===== config.mk =====
export PLATFORM = sky130hd
export DESIGN_NAME = decode_stage
export DESIGN_NICKNAME = d
export VERILOG_FILES = /design/src/logic/decode_pkg.sv /design/src/logic/decoder_3r.sv /design/src/logic/decoder_2ri12.sv /design/src/logic/decoder_1ri20.sv /design/src/logic/decoder_2ri16.sv /design/src/logic/decode_ctrl.sv /design/src/logic/decode_stage.sv
export SDC_FILE = /design/constraint.sdc
export NUM_CORES = 1
export LEC_CHECK = 0
export ABC_AREA = 1
export BUFFER_PORTS_ARGS = -buffer_cell sky130_fd_sc_hd__buf_2
export CAP_MARGIN = 10
export CORE_MARGIN = 3
export CORE_UTILIZATION = 40
export CTS_BUF_LIST = sky130_fd_sc_hd__clkbuf_8 sky130_fd_sc_hd__clkbuf_16
export CTS_CLUSTER_DIAMETER = 40
export DETAILED_ROUTE_END_ITERATION = 12
export GPL_ROUTABILITY_DRIVEN = 0
export SLEW_MARGIN = 20
export SYNTH_ARGS = -nofsm -noshare
export SYNTH_HDL_FRONTEND = slang
export SYNTH_SLANG_ARGS = --single-unit

===== constraint.sdc =====
create_clock -name clk -period 13.5 [get_ports clk]
set_input_delay 0.675 -clock clk [delete_from_list [all_inputs] [get_ports clk]]
set_output_delay 0.675 -clock clk [all_outputs]
set_load 0.03 [all_outputs]

===== src/logic/decode_pkg.sv =====
package decode_pkg;

    // datapath and register file
    localparam int XLEN      = 32;
    localparam int GPR_NUM   = 32;
    localparam int GPR_AW    = 5;
    localparam int ALU_OP_W  = 8;
    localparam int ALU_SEL_W = 3;

    // flow control depths
    localparam int DECODE_DEPTH     = 2;
    localparam int DISPATCH_CREDITS = 2;
    localparam int QPTR_W           = $clog2(DECODE_DEPTH);
    localparam int DISP_CNT_W       = $clog2(DISPATCH_CREDITS + 1);

    // 3R opcodes, instr[31:15]
    localparam logic [16:0] OP_ADD_W = 17'h00020;
    localparam logic [16:0] OP_SUB_W = 17'h00022;
    localparam logic [16:0] OP_AND   = 17'h00029;
    localparam logic [16:0] OP_OR    = 17'h0002a;
    localparam logic [16:0] OP_XOR   = 17'h0002b;

    // 2RI12 opcodes, instr[31:22]
    localparam logic [9:0] OP_SLTI   = 10'h008;
    localparam logic [9:0] OP_ADDI_W = 10'h00a;
    localparam logic [9:0] OP_ANDI   = 10'h00d;
    localparam logic [9:0] OP_ORI    = 10'h00e;
    localparam logic [9:0] OP_LD_W   = 10'h0a2;
    localparam logic [9:0] OP_ST_W   = 10'h0a6;

    // 1RI20 opcodes, instr[31:25]
    localparam logic [6:0] OP_LU12I_W   = 7'b0001010;
    localparam logic [6:0] OP_PCADDU12I = 7'b0001110;

    // 2RI16 opcodes, instr[31:26]
    localparam logic [5:0] OP_JIRL = 6'b010011;
    localparam logic [5:0] OP_BEQ  = 6'b010110;
    localparam logic [5:0] OP_BNE  = 6'b010111;

    // ALU operations
    localparam logic [ALU_OP_W-1:0] ALU_ADD   = 8'h01;
    localparam logic [ALU_OP_W-1:0] ALU_SUB   = 8'h02;
    localparam logic [ALU_OP_W-1:0] ALU_AND   = 8'h03;
    localparam logic [ALU_OP_W-1:0] ALU_OR    = 8'h04;
    localparam logic [ALU_OP_W-1:0] ALU_XOR   = 8'h05;
    localparam logic [ALU_OP_W-1:0] ALU_SLT   = 8'h06;
    localparam logic [ALU_OP_W-1:0] ALU_LUI   = 8'h07;
    localparam logic [ALU_OP_W-1:0] ALU_PCADD = 8'h08;
    localparam logic [ALU_OP_W-1:0] ALU_LOAD  = 8'h09;
    localparam logic [ALU_OP_W-1:0] ALU_STORE = 8'h0a;
    localparam logic [ALU_OP_W-1:0] ALU_BEQ   = 8'h0b;
    localparam logic [ALU_OP_W-1:0] ALU_BNE   = 8'h0c;
    localparam logic [ALU_OP_W-1:0] ALU_JIRL  = 8'h0d;

    // result classes
    localparam logic [ALU_SEL_W-1:0] SEL_NONE  = 3'd0;
    localparam logic [ALU_SEL_W-1:0] SEL_LOGIC = 3'd1;
    localparam logic [ALU_SEL_W-1:0] SEL_ARITH = 3'd2;
    localparam logic [ALU_SEL_W-1:0] SEL_MOVE  = 3'd3;
    localparam logic [ALU_SEL_W-1:0] SEL_MEM   = 3'd4;
    localparam logic [ALU_SEL_W-1:0] SEL_JUMP  = 3'd5;

    typedef struct packed {
        logic [16:0]       opcode;
        logic [GPR_AW-1:0] rk;
        logic [GPR_AW-1:0] rj;
        logic [GPR_AW-1:0] rd;
    } fmt_3r_t;

    typedef struct packed {
        logic [9:0]        opcode;
        logic [11:0]       imm12;
        logic [GPR_AW-1:0] rj;
        logic [GPR_AW-1:0] rd;
    } fmt_2ri12_t;

    typedef struct packed {
        logic [6:0]        opcode;
        logic [19:0]       imm20;
        logic [GPR_AW-1:0] rd;
    } fmt_1ri20_t;

    typedef struct packed {
        logic [5:0]        opcode;
        logic [15:0]       offs16;
        logic [GPR_AW-1:0] rj;
        logic [GPR_AW-1:0] rd;
    } fmt_2ri16_t;

    // one instruction word, four field layouts
    typedef union packed {
        fmt_3r_t    fmt_3r;
        fmt_2ri12_t fmt_2ri12;
        fmt_1ri20_t fmt_1ri20;
        fmt_2ri16_t fmt_2ri16;
    } instr_word_u;

    typedef struct packed {
        logic [XLEN-1:0] pc;
        instr_word_u     instr;
    } fetch_pkt_t;

    typedef struct packed {
        logic                 valid;
        // bit 1 is rj, bit 0 is rk
        logic [1:0]           reg_read_valid;
        logic [GPR_AW-1:0]    rj;
        logic [GPR_AW-1:0]    rk;
        logic                 use_imm;
        logic [XLEN-1:0]      imm;
        logic                 reg_write_valid;
        logic [GPR_AW-1:0]    rd;
        logic [ALU_OP_W-1:0]  aluop;
        logic [ALU_SEL_W-1:0] alusel;
    } dec_result_t;

    typedef struct packed {
        logic [XLEN-1:0] pc;
        dec_result_t     result;
    } dec_out_t;

endpackage


===== src/logic/decoder_3r.sv =====
`timescale 1ns/10ps

// register-register ALU ops, {opcode[17], rk, rj, rd}
module decoder_3r (
    input  decode_pkg::instr_word_u instr_i,
    output decode_pkg::dec_result_t result_o
);

    always_comb begin
        result_o = '0;
        result_o.valid           = 1'b1;
        result_o.reg_read_valid  = 2'b11;
        result_o.rj              = instr_i.fmt_3r.rj;
        result_o.rk              = instr_i.fmt_3r.rk;
        result_o.use_imm         = 1'b0;
        result_o.reg_write_valid = 1'b1;
        result_o.rd              = instr_i.fmt_3r.rd;
        case (instr_i.fmt_3r.opcode)
            decode_pkg::OP_ADD_W: begin
                result_o.aluop  = decode_pkg::ALU_ADD;
                result_o.alusel = decode_pkg::SEL_ARITH;
            end
            decode_pkg::OP_SUB_W: begin
                result_o.aluop  = decode_pkg::ALU_SUB;
                result_o.alusel = decode_pkg::SEL_ARITH;
            end
            decode_pkg::OP_AND: begin
                result_o.aluop  = decode_pkg::ALU_AND;
                result_o.alusel = decode_pkg::SEL_LOGIC;
            end
            decode_pkg::OP_OR: begin
                result_o.aluop  = decode_pkg::ALU_OR;
                result_o.alusel = decode_pkg::SEL_LOGIC;
            end
            decode_pkg::OP_XOR: begin
                result_o.aluop  = decode_pkg::ALU_XOR;
                result_o.alusel = decode_pkg::SEL_LOGIC;
            end
            default: begin
                // not a 3R word
                result_o = '0;
            end
        endcase
    end

endmodule


===== src/logic/decoder_2ri12.sv =====
`timescale 1ns/10ps

// {opcode[10], imm12, rj, rd}
// arithmetic and memory ops sign-extend, logic ops zero-extend
module decoder_2ri12 (
    input  decode_pkg::instr_word_u instr_i,
    output decode_pkg::dec_result_t result_o
);

    logic [decode_pkg::XLEN-1:0] imm_sext;
    logic [decode_pkg::XLEN-1:0] imm_zext;

    assign imm_sext = {{20{instr_i.fmt_2ri12.imm12[11]}}, instr_i.fmt_2ri12.imm12};
    assign imm_zext = {20'b0, instr_i.fmt_2ri12.imm12};

    always_comb begin
        result_o = '0;
        result_o.valid           = 1'b1;
        result_o.reg_read_valid  = 2'b10;
        result_o.rj              = instr_i.fmt_2ri12.rj;
        result_o.use_imm         = 1'b1;
        result_o.imm             = imm_sext;
        result_o.reg_write_valid = 1'b1;
        result_o.rd              = instr_i.fmt_2ri12.rd;
        case (instr_i.fmt_2ri12.opcode)
            decode_pkg::OP_ADDI_W: begin
                result_o.aluop  = decode_pkg::ALU_ADD;
                result_o.alusel = decode_pkg::SEL_ARITH;
            end
            decode_pkg::OP_SLTI: begin
                result_o.aluop  = decode_pkg::ALU_SLT;
                result_o.alusel = decode_pkg::SEL_ARITH;
            end
            decode_pkg::OP_ANDI: begin
                result_o.imm    = imm_zext;
                result_o.aluop  = decode_pkg::ALU_AND;
                result_o.alusel = decode_pkg::SEL_LOGIC;
            end
            decode_pkg::OP_ORI: begin
                result_o.imm    = imm_zext;
                result_o.aluop  = decode_pkg::ALU_OR;
                result_o.alusel = decode_pkg::SEL_LOGIC;
            end
            decode_pkg::OP_LD_W: begin
                result_o.aluop  = decode_pkg::ALU_LOAD;
                result_o.alusel = decode_pkg::SEL_MEM;
            end
            decode_pkg::OP_ST_W: begin
                // store data comes from rd, carried in the rk slot
                result_o.reg_read_valid  = 2'b11;
                result_o.rk              = instr_i.fmt_2ri12.rd;
                result_o.reg_write_valid = 1'b0;
                result_o.rd              = '0;
                result_o.aluop           = decode_pkg::ALU_STORE;
                result_o.alusel          = decode_pkg::SEL_MEM;
            end
            default: begin
                result_o = '0;
            end
        endcase
    end

endmodule


===== src/logic/decoder_1ri20.sv =====
`timescale 1ns/10ps

// {opcode[7], imm20, rd}
// LU12I.W and PCADDU12I, no register sources
module decoder_1ri20 (
    input  decode_pkg::instr_word_u instr_i,
    output decode_pkg::dec_result_t result_o
);

    logic [decode_pkg::XLEN-1:0] imm_hi;

    // imm20 lands in the upper bits
    assign imm_hi = {instr_i.fmt_1ri20.imm20, 12'b0};

    always_comb begin
        result_o = '0;
        result_o.valid           = 1'b1;
        result_o.reg_read_valid  = 2'b00;
        result_o.use_imm         = 1'b1;
        result_o.imm             = imm_hi;
        result_o.reg_write_valid = 1'b1;
        result_o.rd              = instr_i.fmt_1ri20.rd;
        result_o.alusel          = decode_pkg::SEL_MOVE;
        case (instr_i.fmt_1ri20.opcode)
            decode_pkg::OP_LU12I_W: begin
                result_o.aluop = decode_pkg::ALU_LUI;
            end
            decode_pkg::OP_PCADDU12I: begin
                // adds to pc later in the pipe
                result_o.aluop = decode_pkg::ALU_PCADD;
            end
            default: begin
                result_o = '0;
            end
        endcase
    end

endmodule


===== src/logic/decoder_2ri16.sv =====
`timescale 1ns/10ps

// {opcode[6], offs16, rj, rd}
// conditional branches and JIRL
module decoder_2ri16 (
    input  decode_pkg::instr_word_u instr_i,
    output decode_pkg::dec_result_t result_o
);

    logic [decode_pkg::XLEN-1:0] offs_ext;

    // word offset, shifted to bytes then sign-extended
    assign offs_ext = {{14{instr_i.fmt_2ri16.offs16[15]}}, instr_i.fmt_2ri16.offs16, 2'b00};

    always_comb begin
        result_o = '0;
        result_o.valid   = 1'b1;
        result_o.rj      = instr_i.fmt_2ri16.rj;
        result_o.use_imm = 1'b1;
        result_o.imm     = offs_ext;
        case (instr_i.fmt_2ri16.opcode)
            decode_pkg::OP_BEQ: begin
                // compare rj with rd, rd goes in the rk slot
                result_o.reg_read_valid = 2'b11;
                result_o.rk             = instr_i.fmt_2ri16.rd;
                result_o.aluop          = decode_pkg::ALU_BEQ;
                result_o.alusel         = decode_pkg::SEL_NONE;
            end
            decode_pkg::OP_BNE: begin
                result_o.reg_read_valid = 2'b11;
                result_o.rk             = instr_i.fmt_2ri16.rd;
                result_o.aluop          = decode_pkg::ALU_BNE;
                result_o.alusel         = decode_pkg::SEL_NONE;
            end
            decode_pkg::OP_JIRL: begin
                // link address goes to rd
                result_o.reg_read_valid  = 2'b10;
                result_o.reg_write_valid = 1'b1;
                result_o.rd              = instr_i.fmt_2ri16.rd;
                result_o.aluop           = decode_pkg::ALU_JIRL;
                result_o.alusel          = decode_pkg::SEL_JUMP;
            end
            default: begin
                result_o = '0;
            end
        endcase
    end

endmodule


===== src/logic/decode_ctrl.sv =====
`timescale 1ns/10ps

module decode_ctrl (
    input  logic                    clk,
    input  logic                    arst_n_i,
    input  logic                    fetch_valid_i,
    input  decode_pkg::fetch_pkt_t  fetch_pkt_i,
    input  decode_pkg::dec_result_t res_3r_i,
    input  decode_pkg::dec_result_t res_2ri12_i,
    input  decode_pkg::dec_result_t res_1ri20_i,
    input  decode_pkg::dec_result_t res_2ri16_i,
    input  logic                    dispatch_credit_i,
    output decode_pkg::instr_word_u instr_o,
    output logic                    fetch_credit_o,
    output logic                    dec_valid_o,
    output decode_pkg::dec_out_t    dec_out_o
);

    logic                              in_valid_q;
    decode_pkg::fetch_pkt_t            in_pkt_q;
    logic [3:0]                        res_sel;
    decode_pkg::dec_result_t           res_pick;
    decode_pkg::dec_out_t              queue_q [decode_pkg::DECODE_DEPTH];
    logic [decode_pkg::QPTR_W:0]       wr_ptr_q;
    logic [decode_pkg::QPTR_W:0]       rd_ptr_q;
    logic                              q_empty;
    logic                              send;
    logic [decode_pkg::DISP_CNT_W-1:0] credit_q;

    // input register
    always_ff @(posedge clk or negedge arst_n_i) begin
        if (!arst_n_i) begin
            in_valid_q <= 1'b0;
        end else begin
            in_valid_q <= fetch_valid_i;
        end
    end

    always_ff @(posedge clk) begin
        if (fetch_valid_i) begin
            in_pkt_q <= fetch_pkt_i;
        end
    end

    assign instr_o = in_pkt_q.instr;

    // at most one decoder claims the word
    assign res_sel = {res_2ri16_i.valid, res_1ri20_i.valid, res_2ri12_i.valid, res_3r_i.valid};

    always_comb begin
        case (res_sel)
            4'b0001: res_pick = res_3r_i;
            4'b0010: res_pick = res_2ri12_i;
            4'b0100: res_pick = res_1ri20_i;
            4'b1000: res_pick = res_2ri16_i;
            default: res_pick = '0;
        endcase
    end

    // output queue, extra pointer bit tells full from empty
    assign q_empty = (wr_ptr_q == rd_ptr_q);
    assign send    = !q_empty && (credit_q != '0);

    always_ff @(posedge clk) begin
        if (in_valid_q) begin
            queue_q[wr_ptr_q[decode_pkg::QPTR_W-1:0]] <= '{pc: in_pkt_q.pc, result: res_pick};
        end
    end

    always_ff @(posedge clk or negedge arst_n_i) begin
        if (!arst_n_i) begin
            wr_ptr_q <= '0;
            rd_ptr_q <= '0;
        end else begin
            if (in_valid_q) begin
                wr_ptr_q <= wr_ptr_q + 1'b1;
            end
            if (send) begin
                rd_ptr_q <= rd_ptr_q + 1'b1;
            end
        end
    end

    // dispatch credits
    always_ff @(posedge clk or negedge arst_n_i) begin
        if (!arst_n_i) begin
            credit_q <= decode_pkg::DISP_CNT_W'(decode_pkg::DISPATCH_CREDITS);
        end else begin
            case ({send, dispatch_credit_i})
                2'b10:   credit_q <= credit_q - 1'b1;
                2'b01:   credit_q <= credit_q + 1'b1;
                default: credit_q <= credit_q;
            endcase
        end
    end

    // registered outputs, fetch credit goes back with the result
    always_ff @(posedge clk or negedge arst_n_i) begin
        if (!arst_n_i) begin
            dec_valid_o    <= 1'b0;
            fetch_credit_o <= 1'b0;
        end else begin
            dec_valid_o    <= send;
            fetch_credit_o <= send;
        end
    end

    always_ff @(posedge clk) begin
        if (send) begin
            dec_out_o <= queue_q[rd_ptr_q[decode_pkg::QPTR_W-1:0]];
        end
    end

endmodule


===== src/logic/decode_stage.sv =====
`timescale 1ns/10ps

module decode_stage (
    input  logic                   clk,
    input  logic                   arst_n_i,
    input  logic                   fetch_valid_i,
    input  decode_pkg::fetch_pkt_t fetch_pkt_i,
    output logic                   fetch_credit_o,
    output logic                   dec_valid_o,
    output decode_pkg::dec_out_t   dec_out_o,
    input  logic                   dispatch_credit_i
);

    decode_pkg::instr_word_u instr;
    decode_pkg::dec_result_t res_3r;
    decode_pkg::dec_result_t res_2ri12;
    decode_pkg::dec_result_t res_1ri20;
    decode_pkg::dec_result_t res_2ri16;

    // all four formats look at the same registered word
    decoder_3r    u_dec_3r    (.instr_i(instr), .result_o(res_3r));
    decoder_2ri12 u_dec_2ri12 (.instr_i(instr), .result_o(res_2ri12));
    decoder_1ri20 u_dec_1ri20 (.instr_i(instr), .result_o(res_1ri20));
    decoder_2ri16 u_dec_2ri16 (.instr_i(instr), .result_o(res_2ri16));

    decode_ctrl u_ctrl (
        .clk               (clk),
        .arst_n_i          (arst_n_i),
        .fetch_valid_i     (fetch_valid_i),
        .fetch_pkt_i       (fetch_pkt_i),
        .res_3r_i          (res_3r),
        .res_2ri12_i       (res_2ri12),
        .res_1ri20_i       (res_1ri20),
        .res_2ri16_i       (res_2ri16),
        .dispatch_credit_i (dispatch_credit_i),
        .instr_o           (instr),
        .fetch_credit_o    (fetch_credit_o),
        .dec_valid_o       (dec_valid_o),
        .dec_out_o         (dec_out_o)
    );

endmodule


==> results by group <==
Critical path
  – Sort of element at the start of the critical path: register
  – Top fanout value on the critical path: between 60 and 70
  – Type of destination of the critical path: register
  – Critical path required time: 13.64 ns
  – Class of the most critical setup path: register to register
  – Worst EP arrival: 3.53 ns

Floorplanning
  – Die area: 0.0341 mm^2
  – I/O pin total: 165
  – Die boundary width: approximately 180 um
  – Die Y: 185 um
  – Initial cell density of the core: 0.411
  – Placeable core region: approximately 0.031 mm^2
  – Number of standard-cell rows in the floorplan: 64

Layout
  – Area growth from synthesis to final layout: 21.1%
  – Cell Count, Final, Fillers Out: around 1.5k
  – Antenna Diode Count: 0
  – # nets final: between 1k and 1.5k
  – Multi-input combinational cell area: approximately 0.0021 mm^2
  – # fillers: 2,654
  – Share of final-layout standard cells stronger than drive strength 1: 0.244
  – Area used by sequential logic in the layout: between 0.01 and 0.015 mm^2

Clock tree
  – Maximum level of the CTS H-tree: 2
  – Cell at the root of the clock tree: clkbuf_16
  – Worst-Skew Late Latency: ~0.52 ns
  – TritonCTS clock tree: built
  – Reg clk slew, reported paths: about 0.05 ns
  – Number of buffers added by the clock tree synthesis step: between 40 and 50
  – CTS sink count: between 300 and 400
  – Maximum count of clock buffers along a single path: 3

Drt
  – Vias after detailed routing: about 7.1k
  – Routed wire length: roughly 25 mm
  – Via/cell ratio: ~4.7
  – Detail-routed net length per standard cell: approximately 17 um
  – DRC violations left: 0
  – DRC violation total after the first TritonRoute iteration: between 700 and 800
  – Remaining antenna violation count: 0
  – Initial DRT Pass Iterations: 5

Timing
  – RSZ-0062 raised after global routing: false
  – Total negative slack for setup checks: 0 ns
  – Number of pins with negative max-slew slack in the final report: 0
  – Final Hold Viols: 0
  – Maximum clock rate: 295 MHz
  – Least-Margin Pin Slew: around 0.97 ns
  – Max_slew headroom: 0.355
  – Final Cycle Share: 0.251
  – Final-report setup violation count: 0
  – Clock period minus final worst setup slack: ~3.4 ns
  – Clock skew: around 0.015 ns

Logic synthesis
  – Synth Warn #: 0
  – Area share of the largest cell type after synthesis: 0.792
  – Area of the mapped netlist: around 0.013 mm^2
  – Synth area leader: edfxtp_1
  – Fraction of registers with async set/reset: 0.0232
  – Post-synth EDFFs: 337
  – Synth area leaders: edfxtp_1 (79%), nand2_1 (9.5%), dfrtp_1 (1.4%)
  – Fraction of the yosys area taken by sequential cells: 0.808
  – Most used DFF post-synth: edfxtp_1
  – Cell variety after synth: 37
  – Average cell area after synthesis: between 10 and 15 um^2
  – Flops & latches, synth: roughly 350
  – Cells after Synth: ~900
  – Count leader, synth: edfxtp_1
  – Commonest cells in the synthesized netlist: edfxtp_1 (337), nand2_1 (322), inv_1 (46)

Place
  – Port bufs: 160
  – Cells after DPL: between 1k and 1.5k
  – Total half-perimeter wirelength after legalization and detailed placement: approximately 15 mm

Global routing
  – All-layer global routing usage: 0.147
  – Number of antenna violations at the first check in global routing: 0
  – Vias in the first global route: around 7k
  – Wire length of the first global-routing pass: 38.6 mm
  – Total congestion overflow after global routing: 0
  – Pin count of the biggest net entering global routing: 70

Run
  – Reported max-cap violation count: 0

Min path
  – Hold Crit Class: primary input to register

Outcome
  – Run status: finished, final reports clean

Power
  – Leakage power: 0.00635 uW
  – Power density over cell area: 247 mW/mm^2
  – Maximum resistive drop on vdd: roughly 0.22 mV
## cells by family after synthesis
kind of cell | synth area share
xor+xnor | 0.00480
fa+ha+maj | 0.000979
compound gates | 0.0262
buf+inv | 0.0285
flops | 0.808
simple gates | 0.131
other cells | 0.000294
## worst paths after layout
kind,cells past startpoint,to,slack (ns),start
worst max-delay path,6,u_ctrl.dec_out_o[68]$_DFFE_PP_,10.11,u_ctrl.rd_ptr_q[0]$_DFFE_PN0P_
worst min-delay path,1,u_ctrl.in_pkt_q[32]$_DFFE_PP_,0.32,fetch_pkt_i[32]
worst min register to register,0,u_ctrl.queue_q[0][72]$_DFFE_PP_,0.44,u_ctrl.in_pkt_q[41]$_DFFE_PP_
min in group asynchronous,2,u_ctrl.in_valid_q$_DFF_PN0_,0.53,arst_n_i
max in group asynchronous,2,u_ctrl.credit_q[1]$_DFFE_PN1P_,12.73,arst_n_i
worst max register to register,6,u_ctrl.dec_out_o[68]$_DFFE_PP_,10.11,u_ctrl.rd_ptr_q[0]$_DFFE_PN0P_
## registers in the layout, summed over array words and instances, names as in the netlist
signal                 flops
u_ctrl.in_pkt_q           32
u_ctrl.rd_ptr_q            2
u_ctrl.credit_q            2
u_ctrl.in_valid_q          1
u_ctrl.fetch_credit_o      1
u_ctrl.queue_q           182
u_ctrl.wr_ptr_q            2
u_ctrl.instr_o            32
u_ctrl.dec_out_o          91
## per-stage QoR
stage	power [uW]	instance area [um^2]	util	worst slack (ns)	hold slack [ns]
4_1_cts	3880	15500	0.498	10.05	0.293
3_5_place_dp	2730	14000	0.450	10.07	0.430
6_report	3820	15500	0.498	10.11	0.321
3_3_place_gp	2710	14000	0.450	10.10	0.422
5_1_grt	4020	15500	0.498	9.79	0.294
2_1_floorplan	2400	12800	-	8.73	0.379
## area by class of cell
class,count,area share
flip-flops and latches,345,0.667
multi-input cells,460,0.136
clock buffers,48,0.0769
repair buffers,167,0.0555
well taps,396,0.0320
clock inverters,35,0.0192
inverters,52,0.0131
## critical path, cell delays in order, from the launching register on
cell	delay (ns)
dfrtp_4	0.67
buf_4	0.65
xnor2_1	0.17
nand2_1	0.09
o21ai_0	0.19
inv_4	0.37
buf_4	0.75
## repair_timing
action	4_1_cts	5_1_grt
hold buffers	1	0
buffers inserted	0	0
resized for setup	0	0
hold endpoints to repair	7	0
## layer usage
metal	wire length, um	part of all wire	global-route usage	vias to the layer above
met3	1610	0.064	0.0328	45
met2	12300	0.49	0.241	203
met1	10600	0.42	0.195	3368
li1	-	-	-	3461
met4	695	0.028	0.0525	0
met5	0	0	0	-
## where the power goes
| group | switching, uW | total, uW | internal, uW |
|---|---|---|---|
| combinational | 759 | 961 | 202 |
| clock | 438 | 1140 | 702 |
| sequential | 104 | 1720 | 1610 |
| total | 1300 | 3820 | 2520 |
## cell usage in the layout (no fill, tap or decap), drive strengths merged, types with 3 or more instances in the layout
cell type and instances:
a21oi 7, buf 166, bufinv 3, clkbuf 48
clkinv 17, clkinvlp 3, conb 4, dfrtp 7
edfxtp 337, inv 64, nand2 328, nand3 18
nand4 10, nor2 38, o211ai 21, o21ai 6
o22ai 14, xnor2 5
No activity file was read; power rests on OpenSTA's default activity.
